===== src/design/sd_cmd_ctrl_pkg.sv =====
// host-side control types for the command path, used to request a response kind
package sd_cmd_ctrl_pkg;

  // which response, if any, follows a command
  typedef enum logic [1:0] {
    RSP_NONE  = 2'd0, // no response expected
    RSP_SHORT = 2'd1, // 48 bit response
    RSP_LONG  = 2'd2  // 136 bit R2 response
  } rsp_kind_e;

endpackage


===== src/design/sd_proto_pkg.sv =====
// SD command protocol constants: field widths, frame lengths and the CRC7 polynomial
package sd_proto_pkg;

  // command fields
  localparam int unsigned CmdIdxW = 6;
  localparam int unsigned CmdArgW = 32;
  localparam int unsigned Crc7W   = 7;

  // frame lengths on the CMD line, start and end bit included
  localparam int unsigned CmdFrameLen = 48;
  localparam int unsigned ShortRspLen = 48;
  localparam int unsigned LongRspLen  = 136;

  // parallel response width, R2 content without CRC
  localparam int unsigned RspContentW = 120;

  // bits covered by the CRC7 of each response kind
  localparam int unsigned ShortCrcSpan = 40;  // start, transmission, index, argument
  localparam int unsigned LongCrcSpan  = 120; // content bits only

  localparam logic [Crc7W-1:0] Crc7Poly = 7'h09; // x^7 + x^3 + 1

endpackage


===== src/design/cmd_write.sv =====
// command transmitter, serializes index and argument onto CMD and appends CRC7 and end bit
`timescale 1ns/1ps

module cmd_write
  import sd_proto_pkg::*;
(
  input  logic               sd_clk_i,
  input  logic               rst_n_i,
  input  logic               start_i,  // one cycle, index_i and arg_i valid
  input  logic [CmdIdxW-1:0] index_i,
  input  logic [CmdArgW-1:0] arg_i,
  output logic               cmd_o,
  output logic               cmd_oe_o,
  output logic               busy_o,
  output logic               done_o    // cycle after the end bit
);

  localparam int unsigned     CntW     = 6;
  localparam int unsigned     BodyW    = CmdFrameLen - Crc7W - 1; // bits under the CRC
  localparam logic [CntW-1:0] CrcFirst = CntW'(BodyW);
  localparam logic [CntW-1:0] LastBit  = CntW'(CmdFrameLen - 1);

  logic             busy_q;
  logic             done_q;
  logic [BodyW-1:0] frame_q;
  logic [CntW-1:0]  bit_cnt;
  logic [CntW-1:0]  crc_idx;
  logic [Crc7W-1:0] crc;
  logic             in_body;

  assign in_body = busy_q && (bit_cnt < CrcFirst);
  assign crc_idx = CntW'(CmdFrameLen - 2) - bit_cnt; // 6 down to 0 over the CRC field

  always_ff @(posedge sd_clk_i or negedge rst_n_i) begin
    if (!rst_n_i) begin
      busy_q <= 1'b0;
      done_q <= 1'b0;
    end else begin
      done_q <= busy_q && (bit_cnt == LastBit);
      if (start_i && !busy_q) begin
        busy_q <= 1'b1;
      end else if (busy_q && (bit_cnt == LastBit)) begin
        busy_q <= 1'b0;
      end
    end
  end

  // start bit, transmission bit, index, argument
  always_ff @(posedge sd_clk_i) begin
    if (start_i && !busy_q) begin
      frame_q <= {1'b0, 1'b1, index_i, arg_i};
    end else if (busy_q) begin
      frame_q <= frame_q << 1;
    end
  end

  always_comb begin
    if (!busy_q) begin
      cmd_o = 1'b1;                 // idle level
    end else if (in_body) begin
      cmd_o = frame_q[BodyW-1];
    end else if (bit_cnt == LastBit) begin
      cmd_o = 1'b1;                 // end bit
    end else begin
      cmd_o = crc[crc_idx[2:0]];    // CRC7, MSB first
    end
  end

  assign cmd_oe_o = busy_q;
  assign busy_o   = busy_q;
  assign done_o   = done_q;

  crc7_gen i_crc7_gen (
    .clk_i   (sd_clk_i),
    .rst_n_i (rst_n_i),
    .clear_i (~busy_q),
    .en_i    (in_body),
    .dat_i   (frame_q[BodyW-1]),
    .crc_o   (crc)
  );

  counter #(
    .Width (CntW) // 48 bit frame
  ) i_bit_counter (
    .clk_i      (sd_clk_i),
    .rst_n_i    (rst_n_i),
    .clear_i    (~busy_q),
    .en_i       (busy_q),
    .q_o        (bit_cnt),
    .overflow_o ()
  );

endmodule


===== src/design/counter.sv =====
// clearable up counter with a sticky overflow flag, used for frame bit counting
`timescale 1ns/1ps

module counter #(
  parameter int unsigned Width = 8
) (
  input  logic             clk_i,
  input  logic             rst_n_i,
  input  logic             clear_i,    // wins over en_i
  input  logic             en_i,
  output logic [Width-1:0] q_o,
  output logic             overflow_o  // stays set until clear_i
);

  logic [Width-1:0] cnt_q;
  logic             ovf_q;

  always_ff @(posedge clk_i or negedge rst_n_i) begin
    if (!rst_n_i) begin
      cnt_q <= '0;
      ovf_q <= 1'b0;
    end else if (clear_i) begin
      cnt_q <= '0;
      ovf_q <= 1'b0;
    end else if (en_i) begin
      cnt_q <= cnt_q + 1'b1;
      if (&cnt_q) ovf_q <= 1'b1; // wrap from all ones
    end
  end

  assign q_o        = cnt_q;
  assign overflow_o = ovf_q;

endmodule


===== src/design/crc7_gen.sv =====
// serial CRC7 accumulator shared by the command transmitter and the response receiver
`timescale 1ns/1ps

module crc7_gen
  import sd_proto_pkg::*;
(
  input  logic             clk_i,
  input  logic             rst_n_i,
  input  logic             clear_i, // back to zero, wins over en_i
  input  logic             en_i,    // one bit per enabled cycle
  input  logic             dat_i,
  output logic [Crc7W-1:0] crc_o
);

  logic [Crc7W-1:0] crc_q;
  logic             feedback;

  assign feedback = dat_i ^ crc_q[Crc7W-1];

  // Galois form: shift left and fold the polynomial in when the feedback bit is set
  always_ff @(posedge clk_i or negedge rst_n_i) begin
    if (!rst_n_i) begin
      crc_q <= '0;
    end else if (clear_i) begin
      crc_q <= '0;
    end else if (en_i) begin
      crc_q <= {crc_q[Crc7W-2:0], 1'b0} ^ (feedback ? Crc7Poly : '0);
    end
  end

  assign crc_o = crc_q;

endmodule


===== src/design/rsp_read.sv =====
// response receiver, shifts in a short or R2 response and checks its CRC7 and end bit
`timescale 1ns/1ps

module rsp_read
  import sd_proto_pkg::*;
  import sd_cmd_ctrl_pkg::*;
#(
  parameter int unsigned NumBits = 127
) (
  input  logic                   sd_clk_i,
  input  logic                   rst_n_i,
  input  logic                   cmd_i,
  input  rsp_kind_e              rsp_kind_i,        // stable for the whole response
  input  logic                   start_listening_i,
  output logic                   busy_o,
  output logic                   rsp_valid_o,
  output logic                   end_bit_err_o,     // valid with rsp_valid_o
  output logic [RspContentW-1:0] rsp_o,             // zero outside rsp_valid_o
  output logic                   crc_ok_o           // valid with rsp_valid_o
);

  localparam int unsigned CntW = 8; // longest response is 136 bits

  // bit_cnt c samples frame bit c+1, the start bit is taken before counting
  localparam logic [CntW-1:0] ShortShiftStart =
    CntW'(ShortRspLen - (CmdIdxW + CmdArgW + Crc7W) - 2);
  localparam logic [CntW-1:0] ShortCrcStop    = CntW'(ShortCrcSpan - 2);
  localparam logic [CntW-1:0] ShortDone       = CntW'(ShortRspLen - 2);
  localparam logic [CntW-1:0] LongShiftStart  = CntW'(LongRspLen - NumBits - 2);
  localparam logic [CntW-1:0] LongCrcStop     = CntW'(LongRspLen - NumBits - 3 + LongCrcSpan);
  localparam logic [CntW-1:0] LongDone        = CntW'(LongRspLen - 2);

  typedef enum logic [1:0] {
    INACTIVE,
    WAIT_FOR_START_BIT,
    SHIFT_IN,
    FINISHED
  } rx_state_e;

  rx_state_e          state_d, state_q;
  logic               long_rsp;
  logic [CntW-1:0]    bit_cnt;
  logic [CntW-1:0]    shift_start, crc_start, crc_stop, done_cnt;
  logic               shift_en, crc_en, last_bit;
  logic               end_bit_q;
  logic [NumBits-1:0] rsp_with_crc;
  logic [Crc7W-1:0]   crc_calc;

  assign long_rsp    = (rsp_kind_i == RSP_LONG);
  assign shift_start = long_rsp ? LongShiftStart : ShortShiftStart;
  assign crc_start   = long_rsp ? LongShiftStart : '0; // short CRC includes transmission bit
  assign crc_stop    = long_rsp ? LongCrcStop : ShortCrcStop;
  assign done_cnt    = long_rsp ? LongDone : ShortDone;

  assign last_bit = (state_q == SHIFT_IN) && (bit_cnt == done_cnt);
  assign shift_en = (state_q == SHIFT_IN) && (bit_cnt >= shift_start) && !last_bit;
  assign crc_en   = (state_q == SHIFT_IN) && (bit_cnt >= crc_start) && (bit_cnt <= crc_stop);

  always_comb begin
    state_d = state_q;
    unique case (state_q)
      INACTIVE:           if (start_listening_i) state_d = WAIT_FOR_START_BIT;
      WAIT_FOR_START_BIT: if (!cmd_i) state_d = SHIFT_IN; // start bit is 0
      SHIFT_IN:           if (last_bit) state_d = FINISHED;
      FINISHED:           state_d = INACTIVE;
      default:            state_d = INACTIVE;
    endcase
  end

  always_ff @(posedge sd_clk_i or negedge rst_n_i) begin
    if (!rst_n_i) begin
      state_q <= INACTIVE;
    end else begin
      state_q <= state_d;
    end
  end

  always_ff @(posedge sd_clk_i) begin
    if (last_bit) end_bit_q <= cmd_i;
  end

  // short content sits in the low bits, older data above it is dropped
  always_comb begin
    if (long_rsp) begin
      rsp_o = RspContentW'(rsp_with_crc[NumBits-1:Crc7W]);
    end else begin
      rsp_o = RspContentW'(rsp_with_crc[CmdIdxW+CmdArgW+Crc7W-1:Crc7W]);
    end
  end

  assign busy_o        = (state_q != INACTIVE);
  assign rsp_valid_o   = (state_q == FINISHED);
  assign crc_ok_o      = rsp_valid_o && (crc_calc == rsp_with_crc[Crc7W-1:0]);
  assign end_bit_err_o = rsp_valid_o && !end_bit_q;

  ser_par_shift_reg #(
    .NumBits (NumBits)
  ) i_rsp_shift_reg (
    .clk_i           (sd_clk_i),
    .rst_n_i         (rst_n_i),
    .shift_in_en_i   (shift_en),
    .par_output_en_i (rsp_valid_o),
    .dat_ser_i       (cmd_i),
    .dat_par_o       (rsp_with_crc)
  );

  crc7_gen i_crc7_gen (
    .clk_i   (sd_clk_i),
    .rst_n_i (rst_n_i),
    .clear_i (state_q == INACTIVE),
    .en_i    (crc_en),
    .dat_i   (cmd_i),
    .crc_o   (crc_calc)
  );

  counter #(
    .Width (CntW)
  ) i_bit_counter (
    .clk_i      (sd_clk_i),
    .rst_n_i    (rst_n_i),
    .clear_i    (state_q != SHIFT_IN),
    .en_i       (state_q == SHIFT_IN),
    .q_o        (bit_cnt),
    .overflow_o ()
  );

endmodule


===== src/design/sd_cmd_phy.sv =====
// SD host CMD line top level, sends a command frame and receives the optional response
`timescale 1ns/1ps

module sd_cmd_phy
  import sd_proto_pkg::*;
  import sd_cmd_ctrl_pkg::*;
#(
  parameter int unsigned RspShiftBits = 127
) (
  input  logic                   sd_clk_i,
  input  logic                   rst_n_i,
  input  logic                   cmd_start_i,       // one cycle pulse, ignored while busy
  input  logic [CmdIdxW-1:0]     cmd_index_i,
  input  logic [CmdArgW-1:0]     cmd_arg_i,
  input  rsp_kind_e              rsp_kind_i,
  input  logic                   cmd_i,
  output logic                   cmd_o,
  output logic                   cmd_oe_o,
  output logic                   cmd_busy_o,
  output logic                   rsp_valid_o,
  output logic [RspContentW-1:0] rsp_o,
  output logic                   rsp_crc_ok_o,
  output logic                   rsp_end_bit_err_o
);

  rsp_kind_e rsp_kind_q;
  logic      cmd_start;
  logic      wr_busy, wr_done, rd_busy;
  logic      start_listening;

  assign cmd_start       = cmd_start_i && !cmd_busy_o;
  assign start_listening = wr_done && (rsp_kind_q != RSP_NONE);
  assign cmd_busy_o      = wr_busy || wr_done || rd_busy; // done cycle bridges to the reader

  always_ff @(posedge sd_clk_i or negedge rst_n_i) begin
    if (!rst_n_i) begin
      rsp_kind_q <= RSP_NONE;
    end else if (cmd_start) begin
      rsp_kind_q <= rsp_kind_i;
    end
  end

  cmd_write i_cmd_write (
    .sd_clk_i (sd_clk_i),
    .rst_n_i  (rst_n_i),
    .start_i  (cmd_start),
    .index_i  (cmd_index_i),
    .arg_i    (cmd_arg_i),
    .cmd_o    (cmd_o),
    .cmd_oe_o (cmd_oe_o),
    .busy_o   (wr_busy),
    .done_o   (wr_done)
  );

  rsp_read #(
    .NumBits (RspShiftBits)
  ) i_rsp_read (
    .sd_clk_i          (sd_clk_i),
    .rst_n_i           (rst_n_i),
    .cmd_i             (cmd_i),
    .rsp_kind_i        (rsp_kind_q),
    .start_listening_i (start_listening),
    .busy_o            (rd_busy),
    .rsp_valid_o       (rsp_valid_o),
    .end_bit_err_o     (rsp_end_bit_err_o),
    .rsp_o             (rsp_o),
    .crc_ok_o          (rsp_crc_ok_o)
  );

endmodule


===== src/design/ser_par_shift_reg.sv =====
// serial-in parallel-out shift register, parallel output held at zero until enabled
`timescale 1ns/1ps

module ser_par_shift_reg #(
  parameter int unsigned NumBits = 127
) (
  input  logic               clk_i,
  input  logic               rst_n_i,
  input  logic               shift_in_en_i,
  input  logic               par_output_en_i,
  input  logic               dat_ser_i,
  output logic [NumBits-1:0] dat_par_o
);

  logic [NumBits-1:0] dat_q;

  // first received bit ends up at the MSB
  always_ff @(posedge clk_i or negedge rst_n_i) begin
    if (!rst_n_i) begin
      dat_q <= '0;
    end else if (shift_in_en_i) begin
      dat_q <= {dat_q[NumBits-2:0], dat_ser_i};
    end
  end

  // the wide output only toggles once the frame is complete
  always_comb begin
    if (par_output_en_i) begin
      dat_par_o = dat_q;
    end else begin
      dat_par_o = '0;
    end
  end

endmodule


===== config.mk =====
export PLATFORM = sky130hd
export DESIGN_NAME = sd_cmd_phy
export DESIGN_NICKNAME = d
export VERILOG_FILES = /design/src/design/sd_cmd_ctrl_pkg.sv /design/src/design/sd_proto_pkg.sv /design/src/design/cmd_write.sv /design/src/design/counter.sv /design/src/design/crc7_gen.sv /design/src/design/rsp_read.sv /design/src/design/sd_cmd_phy.sv /design/src/design/ser_par_shift_reg.sv
export SDC_FILE = /design/constraint.sdc
export NUM_CORES = 1
export LEC_CHECK = 0
export BUFFER_PORTS_ARGS = -buffer_cell sky130_fd_sc_hd__buf_2
export CORE_UTILIZATION = 56
export DETAILED_ROUTE_END_ITERATION = 10
export PLACE_DENSITY = 0.84
export SLEW_MARGIN = 10
export SYNTH_ARGS = -nofsm -noshare
export SYNTH_HDL_FRONTEND = slang
export SYNTH_SLANG_ARGS = --single-unit

===== constraint.sdc =====
create_clock -name sd_clk_i -period 3.1 [get_ports sd_clk_i]
set_input_delay 0.31 -clock sd_clk_i [delete_from_list [all_inputs] [get_ports sd_clk_i]]
set_output_delay 0.31 -clock sd_clk_i [all_outputs]
set_load 0.02 [all_outputs]

; Word level (Yosys, flattened, before mapping)
; Cells that the tools add are included.
[word_totals]
elab_cells = 90
regBits = 202
input_bits = 44
out_inout_bits = 126
[op_classes]
n_lt_le_gt_ge = 5
mux = 28
add_sub_neg = 3
eq_ne = 12
bitwise = 4
n_reduce_logical = 26
[ops]
columns = op, count
row1 = $mux W127, 1
row2 = $mux W120, 1
row3 = $mux W38, 2
row4 = $mux W7, 5
row5 = $mux W8, 3
row6 = $ge A8 B8 Y1, 2
row7 = $xor A7 B4 Y7, 2
row8 = $logic_and A1 B1 Y1, 12
row9 = $reduce_bool A2 Y1, 6
row10 = $add A8 B1 Y8 const B, 1
row11 = $eq A8 B8 Y1, 1
row12 = $le A8 B8 Y1, 1
row13 = $mux W4, 2
row14 = $pmux W2 S4, 1
row15 = $eq A7 B7 Y1, 1
row16 = $add A6 B1 Y6 const B, 1
row17 = $eq A2 B2 Y1 const B, 3
row18 = $eq A6 B6 Y1 const B, 1
row19 = $lt A6 B6 Y1 const B, 1
row20 = $mux W1, 6
row21 = $mux W2, 3
row22 = $mux W3, 2
row23 = $mux W6, 1
row24 = $ne A2 B2 Y1 const B, 3
row25 = 10 further kinds, 16

; Depth between registers and ports, before layout
; Gate-level depths: netlist of run 1.
[logic_depth]
depth_word = 7
mapped_depth = 10
depth_no_buf = 8

; Hierarchy
; Synthesis of run 1 repeated with hierarchy kept, for this count alone.
[hier_totals]
cells_unflattened = 799
area_unflattened_um2 = 10075.9
[modules_own_cells]
columns = mod, cells_per_inst, area_per_inst_um2, n_inst, seq_area_each_um2
row1 = ser_par_shift_reg, 409, 5675.4, 1, 3178.0
row2 = cmd_write, 109, 1890.6, 1, 1231.2
row3 = rsp_read, 149, 1031.0, 1, 80.1
row4 = crc7_gen, 28, 307.8, 2, 175.2
row5 = counter at i_rsp_read.i_bit_counter, 41, 440.4, 1, 225.2
row6 = counter at i_cmd_write.i_bit_counter, 28, 311.5, 1, 175.2
row7 = sd_cmd_phy, 7, 111.4, 1, 50.0

; Worst setup path after synthesis of run 1
; Ideal clock, no wire load.
[synth_timing]
path_kind = flip-flop to flip-flop
from = register i_rsp_read.state_q[0]
to = register i_cmd_write.frame_q[0] (enable)
n_path_buf = 1
path_slack_ns = 0.550
synth_period_minus_slack_ns = 2.550
t_required_ns = 2.722
setup_time_ns = 0.378
t_arrival_ns = 2.172
stages_incl_launch_ff = 7
path_cell_list = dfrtp_1 inv_1 ha_1 or3b_2 nor2_2 buf_2 or2_2
[synth_between]
elab_chain_cells = 6
[synth_rtl]
columns = item, line
row1 = start: declaration, rsp_read.sv:40  ; rx_state_e state_d, state_q;
row2 = start signal: assignment, rsp_read.sv:74  ; state_q <= state_d;
row3 = $reduce_bool A2 Y1, rsp_read.sv:91  ; assign busy_o = (state_q != INACTIVE);
row4 = $logic_or A1 B1 Y1, sd_cmd_phy.sv:33  ; assign cmd_busy_o = wr_busy || wr_done || rd_busy;
row5 = named net cmd_busy_o, sd_cmd_phy.sv:19  ; output logic cmd_busy_o,
row6 = $logic_not A1 Y1, sd_cmd_phy.sv:31  ; assign cmd_start = cmd_start_i && !cmd_busy_o;
row7 = $logic_and A1 B1 Y1, sd_cmd_phy.sv:31
row8 = $logic_and A1 B1 Y1, cmd_write.sv:50  ; if (start_i && !busy_q) begin
row9 = $reduce_bool A2 Y1 (no line), -
row10 = end signal: assignment, cmd_write.sv:51  ; frame_q <= {1'b0, 1'b1, index_i, arg_i};
row11 = end signal: assignment, cmd_write.sv:53  ; frame_q <= frame_q << 1;
row12 = end: declaration, cmd_write.sv:25  ; logic [BodyW-1:0] frame_q;
; The timed path passes the listed nets, and every way through them passes these cells.
; A chain may end at the register's enable or synchronous reset.

; Worst setup path in the final report of run 1
[layout_timing]
from = register i_cmd_write.i_bit_counter.cnt_q[0], in the netlist i_cmd_write.i_bit_counter.q_o[0]
to = output cmd_o
[layout_between]
elab_chain_cells = 6
elab_cells_between_ends = 9
classes_between = add/sub: 1 / order compare: 1 / eq/ne: 1 / mux: 5 / reduce/logical: 1
[layout_rtl]
columns = item, line
row1 = start: declaration, counter.sv:15  ; logic [Width-1:0] cnt_q;
row2 = start signal: assignment, counter.sv:26  ; cnt_q <= cnt_q + 1'b1;
row3 = $sub A3 B3 Y3, cmd_write.sv:32  ; assign crc_idx = CntW'(CmdFrameLen - 2) - bit_cnt;
row4 = $bmux W1 S3, cmd_write.sv:65  ; cmd_o = crc[crc_idx[2:0]];
row5 = $mux W1 (not written as such), cmd_write.sv:65
row6 = $mux W1, cmd_write.sv:62  ; end else if (bit_cnt == LastBit) begin
row7 = $mux W1 (*), cmd_write.sv:60  ; end else if (in_body) begin
row8 = $mux W1 (*), cmd_write.sv:58  ; if (!busy_q) begin
row9 = end: declaration, sd_cmd_phy.sv:17  ; output logic cmd_o,
; Every way passes the cells marked *; elsewhere a longest branch is shown, timed or not. The select of a mux whose other input is x is not followed.

==> metrics.md, run 1 <==
| Metric | Value |
|---|---|
| Sink Count | `202` |
| Clock Skews | `0.00805 ns` |
| Layout cell share with drive strength beyond 1 | `46.6%` |
| Final Cell Area | `11100 um^2` |
| Period minus WS final | `2.91 ns` |
| Dpl cells | `1029` |
| Clock slew at reported path FFs | `0.06 ns` |
| Hold Vio Cnt, Final | `0` |
| Pre-CTS setup slack | `0.542 ns` |
| Root Driver | `clkbuf_16` |
| Synth Instances | `674` |
| Part of the Yosys area used for sequential elements | `56.4%` |
| M1 WL | `7800 um` |
| Avg Synthesized Cell Area | `13.8 um^2` |
| CTS max path bufs | `3` |
| Crit-path cells | `ha_1, xor2_1, mux4_2, mux2i_1, a31oi_1, buf_2` |
| Fin nets | `892` |
| Worst slew margin | `56.3%` |
| Drc violations | `0` |
| Pwr dens | `717 nW/um^2` |
| Worst-margin pin slew | `0.655 ns` |
| Max-Cap Viols | `0` |
| Hold Path Stages | `2` |
| CP peak stage delay | `0.55 ns` |
| DR WL/cell | `16.2 um` |
| P_leak | `5.88 nW` |
| PortBufs | `169` |
| Synth Register Bits | `202` |
| Top Layer Used | `met5` |
| CP required | `2.79 ns` |
| H-tree lvl count | `1` |
| Hold Slack | `0.0770 ns` |
| Gr usage total | `20.0%` |
| Initial DRC count | `222` |
| CP max FO | `7` |
| Io pins | `170` |
| CP startpoint kind | `flop` |
| Initial Util | `57.8%` |
| Critical Path Source | `i_cmd_write.i_bit_counter.q_o[0]` |
| Met2 wire len | `8200 um` |
| Hold path start | `rsp_kind_i[0]` |
| Final setup TNS | `0 ns` |
| Die Span X | `131 um` |
| Clk Latency, worst-skew pair | `0.48 ns` |
| Int Power | `5.64 mW` |
| Sequential share of power | `44.2%` |
| Comb pwr share | `24.3%` |
| Met3 wire len | `955 um` |
| Final Max Tran Viols | `0` |
| Critical Path Sink Type | `primary output` |
| First-pass GRT wire length | `27300 um` |
| CTS buffer count | `21` |
| TritonCTS clock tree | `done` |
| RSZ-0062 raised after global routing | `no` |
| Final worst-path cycle share | `93.8%` |
| Worst setup margin | `0.192 ns` |
| Yosys warns | `0` |
| # setup viols final | `0` |
| F_max | `344 MHz` |
| Pwr Total | `7.92 mW` |
| Die Y-Extent | `131 um` |
| Switch share | `28.8%` |
| Flop-to-flop setup slack | `0.53 ns` |
| ANT nets after route | `0` |
| Layout Utilization | `68.8%` |
| Final GP Congestion | `0.802` |
| Worst IR Drop VDD | `579 uV` |
| Vias | `5767` |
| Row count | `46` |
| Post-CTS Resized | `0` |
| Most frequent cells in the layout | `buf_2 (168), dfrtp_1 (161), mux2_2 (137), and3_1 (87), and2_1 (49)` |
| Reg2reg start | `i_rsp_read.state_q[0]` |
| Area of the core | `16100 um^2` |
| Post-Syn Area | `9290 um^2` |
| Worst r2r path cells | `7` |
| RR Endpoint | `i_cmd_write.frame_q[6]` |
| Vias per inst | `5.40` |
| Switching power | `2.28 mW` |
| Placed instance area | `10300 um^2` |
| Cell Count, Final, Fillers Out | `1067` |
| Clock share of power | `31.5%` |
| Die ar. | `17100 um^2` |
| Number of global-route vias before repair | `5385` |
| Mapped Nets | `729` |
| Largest net degree at the start of global routing | `124` |
| Worst hold path type | `in -> reg` |
| Drt total wl | `17300 um` |
| Status | `finished, final reports clean` |
| Post-synth cell types | `50` |
| Commonest non-fill, non-tap cell in the layout | `buf_2` |
| Grt ovf | `0` |
| Initial antenna violation count | `1` |
| Slowest library cell on the worst path | `mux4_2` |
| CP arrival | `2.60 ns` |
| Drt pass-1 iters | `5` |
| Detailed Place HPWL | `11300 um` |
| Crit Path Category | `reg -> out` |
| Area grow syn2layout | `19.0%` |
| Worst hold endpoint | `rsp_kind_q[0]` |
[cell type report]
type	count	area (um^2)
Sequential cell	202	5240
Fill cell	1128	5010
Multi-Input combinational cell	422	3760
Timing Repair Buffer	184	1040
Clock buffer	34	699
Tap cell	216	270
Inverter	6	22.5
Clock inverter	2	10.0
Antenna cell	1	2.50
[repair_timing]
action	CTS	global route
setup buffers	0	0
endpoints found under the hold margin	69	0
hold buffers	1	0
[Yosys cell counts, drive strengths merged]
master / n / area share [%]
clkbuf: 25 / 1.0
o21a: 1 / 0.081
edfxtp: 39 / 13
dfrtp: 161 / 43
dfxtp: 2 / 0.43
nand2b: 1 / 0.067
or3b: 1 / 0.094
a211oi: 1 / 0.081
a21boi: 1 / 0.081
o21ba: 1 / 0.11
and3: 87 / 5.9
a31oi: 2 / 0.13
a21o: 1 / 0.081
xnor2: 17 / 1.6
nor3b: 1 / 0.081
mux4: 1 / 0.24
inv: 6 / 0.24
o211a: 1 / 0.11
a22o: 5 / 0.47
nor4: 1 / 0.067
ha: 11 / 1.5
nor2: 13 / 0.55
o221ai: 1 / 0.16
mux2: 167 / 21
nor2b: 6 / 0.40
and2: 49 / 3.3
nand4: 2 / 0.13
xor2: 3 / 0.28
a21oi: 4 / 0.26
and4bb: 1 / 0.13
nand2: 8 / 0.32
a311oi: 1 / 0.094
nand3: 9 / 0.49
a22oi: 1 / 0.081
mux2i: 10 / 1.1
nand3b: 1 / 0.081
and2b: 1 / 0.081
nand4b: 2 / 0.19
or2: 1 / 0.067
o21ai: 8 / 0.47
buf: 19 / 2.0
o31ai: 1 / 0.081
[sequential cells by signal, indices dropped and copies added (netlist names)]
name                              cells
i_rsp_read.i_rsp_shift_reg.dat_q    127
i_cmd_write.frame_q                  40
i_rsp_read.i_bit_counter.q_o          8
i_cmd_write.i_crc7_gen.crc_o          7
i_rsp_read.i_crc7_gen.crc_o           7
i_cmd_write.i_bit_counter.q_o         6
i_rsp_read.state_q                    2
rsp_kind_q                            2
i_cmd_write.busy_o                    1
i_cmd_write.done_o                    1
i_rsp_read.end_bit_q                  1
[cells by family after synthesis]
kind of cell,share of synthesized area [%]
flops,56.4
simple gates,11.9
fa+ha+maj,1.48
mux,22.8
compound gates,2.29
xor+xnor,1.89
buf+inv,3.21
[worst max path at each step]
stage          slack, ns  cells past startpoint                                   end
6_report            0.19                      6                                 cmd_o
5_1_grt             0.04                      6                                 cmd_o
4_1_cts             0.20                      6                                 cmd_o
3_5_place_dp        0.54                      8  i_rsp_read.i_rsp_shift_reg.dat_q[13]
3_3_place_gp        0.59                      7               i_cmd_write.frame_q[10]
2_1_floorplan       0.55                      6                i_cmd_write.frame_q[0]
[worst max-delay path: cells and delay by family, from the launching register on]
kind	cells	cell delay [ns]
XOR/XNOR	1	0.37
buffers and inverters	1	0.19
AO/OA/AOI/OAI	1	0.14
flip-flops	1	0.46
multiplexers	2	0.70
adder cells (fa/ha/maj)	1	0.26
[power by group through the flow]
stage | Combinational (mW) | Sequential (mW) | Clock, mW
floorplan | 1.55 | 3.46 | 0
global placement | 1.87 | 3.52 | 0
detailed placement | 1.92 | 3.54 | 0
CTS | 1.93 | 3.50 | 2.55
global route | 2.13 | 3.56 | 2.65
finish | 1.92 | 3.50 | 2.49
[layer usage]
metal / track usage, % / vias to the layer above
li1: - / 2739
met1: 27.7 / 2847
met2: 32.1 / 154
met3: 4.60 / 25
met4: 4.80 / 2
met5: 0 / -
No activity file was read; power rests on OpenSTA's default activity.
==> inputs of run 2 (changes only) <==
- CORE_UTILIZATION: 56 -> 60
- GPL_TIMING_DRIVEN: default -> 0
- PLACE_DENSITY: 0.84 -> 0.89
- clock period: 3.1 -> 3.6 ns (I/O delays scaled with it)
==> run 2 against run 1 <==
- power decreased by 12%
- register-to-register slack improved by 0.16 ns
- global-route usage increased by 3.2 points
- setup slack improved by 0.49 ns
- worst hold slack improved by 0.046 ns
- critical path type is now reg -> reg
- highest routed layer is now met4
==> metrics.md, run 2 (same netlist as run 1, synthesis figures left out) <==
| Metric | Value |
|---|---|
| Initial Util | `61.3%` |
| Final Max Tran Viols | `0` |
| Worst-margin pin slew | `0.863 ns` |
| Clock slew at reported path FFs | `0.06 ns` |
| Post-CTS Resized | `0` |
| Gr usage total | `23.2%` |
| Commonest non-fill, non-tap cell in the layout | `buf_2` |
| Flop-to-flop setup slack | `0.69 ns` |
| CTS buffer count | `22` |
| Die Y-Extent | `126 um` |
| Sink Count | `202` |
| Clock share of power | `31.7%` |
| Grt ovf | `0` |
| Drc violations | `0` |
| Period minus WS final | `2.91 ns` |
| Switching power | `2.01 mW` |
| Crit-path cells | `inv_1, ha_1, or3b_2, nor2_2, buf_2, or2_2` |
| WP depth | `6` |
| RSZ-0062 raised after global routing | `no` |
| CP max FO | `38` |
| Layout cell share with drive strength beyond 1 | `44.8%` |
| Worst Setup EP | `i_cmd_write.frame_q[27]` |
| DR WL/cell | `16.8 um` |
| Int Power | `4.95 mW` |
| Row count | `45` |
| CP peak stage delay | `0.72 ns` |
| Sequential Area | `5240 um^2` |
| Slowest library cell on the worst path | `or2_2` |
| Clk Latency, worst-skew pair | `0.49 ns` |
| Area of the multi-input gates | `3750 um^2` |
| Final worst-path cycle share | `80.9%` |
| Die ar. | `16000 um^2` |
| Worst r2r path cells | `6` |
| Drt pass-1 iters | `4` |
| H-tree lvl count | `1` |
| Worst hold path type | `in -> reg` |
| CP required | `3.70 ns` |
| Detailed Place HPWL | `12100 um` |
| CTS max path bufs | `3` |
| Most frequent cells in the layout | `buf_2 (172), dfrtp_1 (161), mux2_2 (137), and3_1 (87), and2_1 (49)` |
| Layout Utilization | `73.5%` |
| Comb pwr share | `24.8%` |
| CP top delay family | `simple AND/OR/NAND/NOR gates` |
| Vias | `5932` |
| RR Endpoint | `i_cmd_write.frame_q[27]` |
| Pwr dens | `624 nW/um^2` |
| Fin nets | `924` |
| Biggest register | `i_rsp_read.i_rsp_shift_reg.dat_q` |
| Area of the core | `15100 um^2` |
| Antenna fix cells | `0` |
| PortBufs | `169` |
| # setup viols final | `0` |
| Switch share | `28.9%` |
| Worst slew margin | `42.5%` |
| Max FFs per register | `127` |
| Hold Slack | `0.123 ns` |
| Max-Cap Viols | `0` |
| Vias per inst | `5.53` |
| Root Driver | `clkbuf_16` |
| Io pins | `170` |
| ANT nets after route | `0` |
| Initial DRC count | `270` |
| Worst Path Buf+Inv | `2` |
| Worst IR Drop VDD | `419 uV` |
| Clock Skews | `0.0195 ns` |
| F_max | `343 MHz` |
| Status | `finished, final reports clean` |
| Initial antenna violation count | `0` |
| CP arrival | `3.01 ns` |
| Sequential share of power | `43.5%` |
| Number of global-route vias before repair | `5991` |
| TritonCTS clock tree | `done` |
| # fillers | `994` |
| Hold Vio Cnt, Final | `0` |
| Largest net degree at the start of global routing | `92` |
| Critical Path Sink Type | `flop` |
| Pwr Total | `6.95 mW` |
| Critical Path Source | `i_rsp_read.state_q[0]` |
| Area grow syn2layout | `20.0%` |
| Die Span X | `126 um` |
| First-pass GRT wire length | `29800 um` |
| Reg2reg start | `i_rsp_read.state_q[0]` |
| Final GP Congestion | `0.816` |
| Drt total wl | `18100 um` |
| Crit Path Category | `reg -> reg` |
| CP startpoint kind | `flop` |
| P_leak | `5.95 nW` |
run 2: changes by cell type in the layout (fill, tap and decap cells not counted), sizes merged:
| cell | before | now |
|---|---|---|
| buf | 183 | 189 |
| clkbuf | 34 | 61 |
| diode | 1 | 0 |
| bufinv | 0 | 1 |
run 2: final cells by class:
class | count | share of cell area (%)
Tap cell | 188 | 2.11
Clock inverter | 3 | 0.359
Inverter | 6 | 0.202
Timing Repair Buffer | 171 | 8.02
Buffer | 44 | 2.47
Multi-Input combinational cell | 422 | 33.7
Clock buffer | 36 | 6.14
Sequential cell | 202 | 47.0
run 2: what timing repair did:
item / in CTS / in global routing
hold buffers: 1 / 0
setup buffers: 0 / 0
endpoints found under the hold margin: 70 / 0
run 2: power by group through the flow:
stage	Combinational (mW)	Sequential (mW)	Clock, mW
after floorplan	1.34	2.98	0
after global placement	1.65	3.04	0
after detailed placement	1.72	3.05	0
after CTS	1.74	3.03	2.24
after global routing	1.91	3.07	2.34
final	1.72	3.03	2.20
run 2: per-layer routing:
layer,GRT usage (%),vias to the layer above,part of all wire (%)
li1,-,2802,-
met1,29.9,2918,43
met2,39.6,174,49
met3,5.10,38,5.4
met4,6.87,0,2.5
met5,0,-,0
run 2: worst min-delay path by stage:
stage	from	to	slack, ns	cells past startpoint
after detailed placement	rst_n_i	i_rsp_read.i_rsp_shift_reg.dat_q[104]	0.35	1
after floorplan	rst_n_i	i_cmd_write.busy_o	0.06	0
final	rsp_kind_i[1]	rsp_kind_q[1]	0.12	2
after global placement	i_cmd_write.frame_q[38]	i_cmd_write.frame_q[38]	0.47	2
after CTS	rsp_kind_i[1]	rsp_kind_q[1]	0.11	2
after global routing	rsp_kind_i[0]	rsp_kind_q[0]	0.12	2
run 2: per-stage QoR:
stage	setup WS, ns	cell area (um^2)	cells	TNS, ns
after floorplan	1.05	9290	674	0
after global placement	-0.111	10400	1031	-16.86
after detailed placement	0.727	10400	1032	0
after CTS	0.661	11100	1072	0
after global routing	0.501	11100	1072	0
final	0.686	11100	1072	0
==> inputs of run 3 (changes only) <==
- CORE_UTILIZATION: 60 -> 50
- PLACE_DENSITY: 0.89 -> 0.8
- clock period: 3.6 -> 2.5 ns (I/O delays scaled with it)
==> run 3 against run 2 <==
- cell area rose by 2.2%
- via count shrank 0.93%
- highest routed layer unchanged
- global-route usage decreased by 4.3 points
- critical path depth stayed put
- die area up 20%
- non-clock buffer count increased by 7
- utilization fell by 11 points
- largest cell class unchanged
- count of clock-buffer cells in the layout down 2
- the flow now finishes with violations (DRC)
- critical path type is now reg -> out
- wire length down 0.66%
- register-to-register slack worse by 0.57 ns
==> metrics.md, run 3 (same netlist as run 1, synthesis figures left out) <==
| Metric | Value |
|---|---|
| CTS buffer count | `22` |
| Clk Latency, worst-skew pair | `0.50 ns` |
| Die Y-Extent | `138 um` |
| CP arrival | `2.22 ns` |
| Met3 wire len | `1090 um` |
| Period minus WS final | `2.47 ns` |
| Grt ovf | `0` |
| Root Driver | `clkbuf_16` |
| Die ar. | `19100 um^2` |
| Io pins | `170` |
| Initial DRC count | `281` |
| Layout cell share with drive strength beyond 1 | `47.8%` |
| Critical Path Sink Type | `primary output` |
| Comb pwr share | `26.0%` |
| Max FFs per register | `127` |
| Drt total wl | `17900 um` |
| Met2 wire len | `8410 um` |
| Worst slew margin | `62.6%` |
| Worst-margin pin slew | `0.561 ns` |
| CP peak stage delay | `0.51 ns` |
| Clock slew at reported path FFs | `0.06 ns` |
| Pwr dens | `906 nW/um^2` |
| Die Span X | `138 um` |
| Drc violations | `34` |
| Antenna fix cells | `0` |
| RSZ-0062 raised after global routing | `yes` |
| Row count | `49` |
| Most frequent cells in the layout | `buf_2 (172), dfrtp_1 (160), mux2_2 (137), and3_1 (87), and2_1 (49)` |
| Final Max Tran Viols | `0` |
| CP max FO | `2` |
| PortBufs | `169` |
| Hold Vio Cnt, Final | `0` |
| Crit Path Category | `reg -> out` |
| Final Cell Area | `11400 um^2` |
| Worst IR Drop VDD | `658 uV` |
| Dpl cells | `1073` |
| M1 WL | `8110 um` |
| Gr usage total | `18.9%` |
| Final GP Congestion | `0.775` |
| Initial Util | `51.3%` |
| Number of global-route vias before repair | `6009` |
| CP startpoint kind | `flop` |
| Layout Utilization | `63.0%` |
| Pre-CTS setup slack | `-0.110 ns` |
| Largest net degree at the start of global routing | `93` |
| Fin nets | `934` |
| Initial antenna violation count | `0` |
| Int Power | `7.33 mW` |
| Detailed Place HPWL | `11800 um` |
| Clock share of power | `31.9%` |
| Clock Skews | `0.00961 ns` |
| Hold Path Stages | `2` |
| Worst r2r path cells | `10` |
| ANT nets after route | `0` |
| Placed instance area | `10500 um^2` |
| Drt pass-1 iters | `8` |
| Commonest non-fill, non-tap cell in the layout | `buf_2` |
| First-pass GRT wire length | `29900 um` |
| Sequential share of power | `42.1%` |
| P_leak | `6.05 nW` |
| Worst hold path type | `in -> reg` |
| Max-Cap Viols | `0` |
| Failing checks | `DRC` |
| Area grow syn2layout | `22.6%` |
| Crit-path cells | `ha_4, xor2_4, mux4_2, mux2i_1, a31oi_1, buf_4` |
| Biggest register | `i_rsp_read.i_rsp_shift_reg.dat_q` |
| Top Layer Used | `met4` |
| Slowest library cell on the worst path | `mux4_2` |
| CP required | `2.25 ns` |
| TritonCTS clock tree | `done` |
| Cell Count, Final, Fillers Out | `1123` |
| F_max | `405 MHz` |
| Status | `finished with violations` |
| Sink Count | `202` |
| # setup viols final | `0` |
| Vias per inst | `5.23` |
| Switch share | `28.9%` |
| H-tree lvl count | `1` |
| CTS max path bufs | `3` |
| Final worst-path cycle share | `98.8%` |
| Worst setup margin | `0.0304 ns` |
| Area of the core | `18100 um^2` |
| Switching power | `2.98 mW` |
| DR WL/cell | `16.0 um` |
| Vias | `5877` |
run 3: area by class of cell:
class | instances | area (um^2)
clock buffers | 34 | 698
multi-input cells | 425 | 3830
clock inverters | 5 | 50.0
inverters | 6 | 25.0
flip-flops and latches | 202 | 5240
plain buffers | 44 | 305
fillers | 1405 | 6700
well taps | 229 | 287
repair buffers | 178 | 951
run 3: power groups by stage:
stage	Sequential, mW	Combinational [mW]	Clock (mW)
final	4.34	2.69	3.29
after global routing	4.41	2.98	3.51
after CTS	4.35	2.61	3.37
after detailed placement	4.39	2.47	0
after global placement	4.38	2.39	0
after floorplan	4.29	1.93	0
run 3: worst paths after layout:
check	from	endpoint	slack (ns)
worst min register to register	i_cmd_write.frame_q[37]	i_cmd_write.frame_q[38]	0.48
worst max register to register	rsp_kind_q[0]	i_rsp_read.i_rsp_shift_reg.dat_q[104]	0.12
min in group asynchronous	rst_n_i	i_rsp_read.i_rsp_shift_reg.dat_q[97]	0.30
worst max-delay path	i_cmd_write.i_bit_counter.q_o[1]	cmd_o	0.03
max in group asynchronous	rst_n_i	i_rsp_read.i_rsp_shift_reg.dat_q[30]	1.38
worst min-delay path	cmd_arg_i[0]	i_cmd_write.frame_q[0]	0.04
run 3: repair_timing:
action | CTS | global route
endpoints found under the hold margin | 71 | 0
pin swaps | 0 | 3
setup endpoints to repair | 191 | 146
buffers inserted | 3 | 1
hold buffers | 3 | 0
gates cloned | 1 | 3
resized for setup | 12 | 31
run 3: routing by layer:
metal  up-vias  global-route usage, %
li1       2816                      -
met1      2867                   25.5
met2       164                   31.0
met3        30                   4.36
met4         0                   4.97
met5         -                      0
run 3: metrics by stage:
stage          total power, mW  hold WS (ns)  TNS [ns]
6_report                  10.3        0.0381         0
5_1_grt                   10.9        0.0316   -0.0848
4_1_cts                   10.3        0.0166         0
3_5_place_dp              6.86         0.240     -4.31
3_3_place_gp              6.77         0.469   -188.66
2_1_floorplan             6.22       -0.0456         0
run 3: worst max-delay path, delay by kind of cell (launching register included):
kind / cells / cell delay [ns]
mux: 2 / 0.67
flops: 1 / 0.41
fa+ha+maj: 1 / 0.19
buf+inv: 1 / 0.18
xor+xnor: 1 / 0.16
compound gates: 1 / 0.11
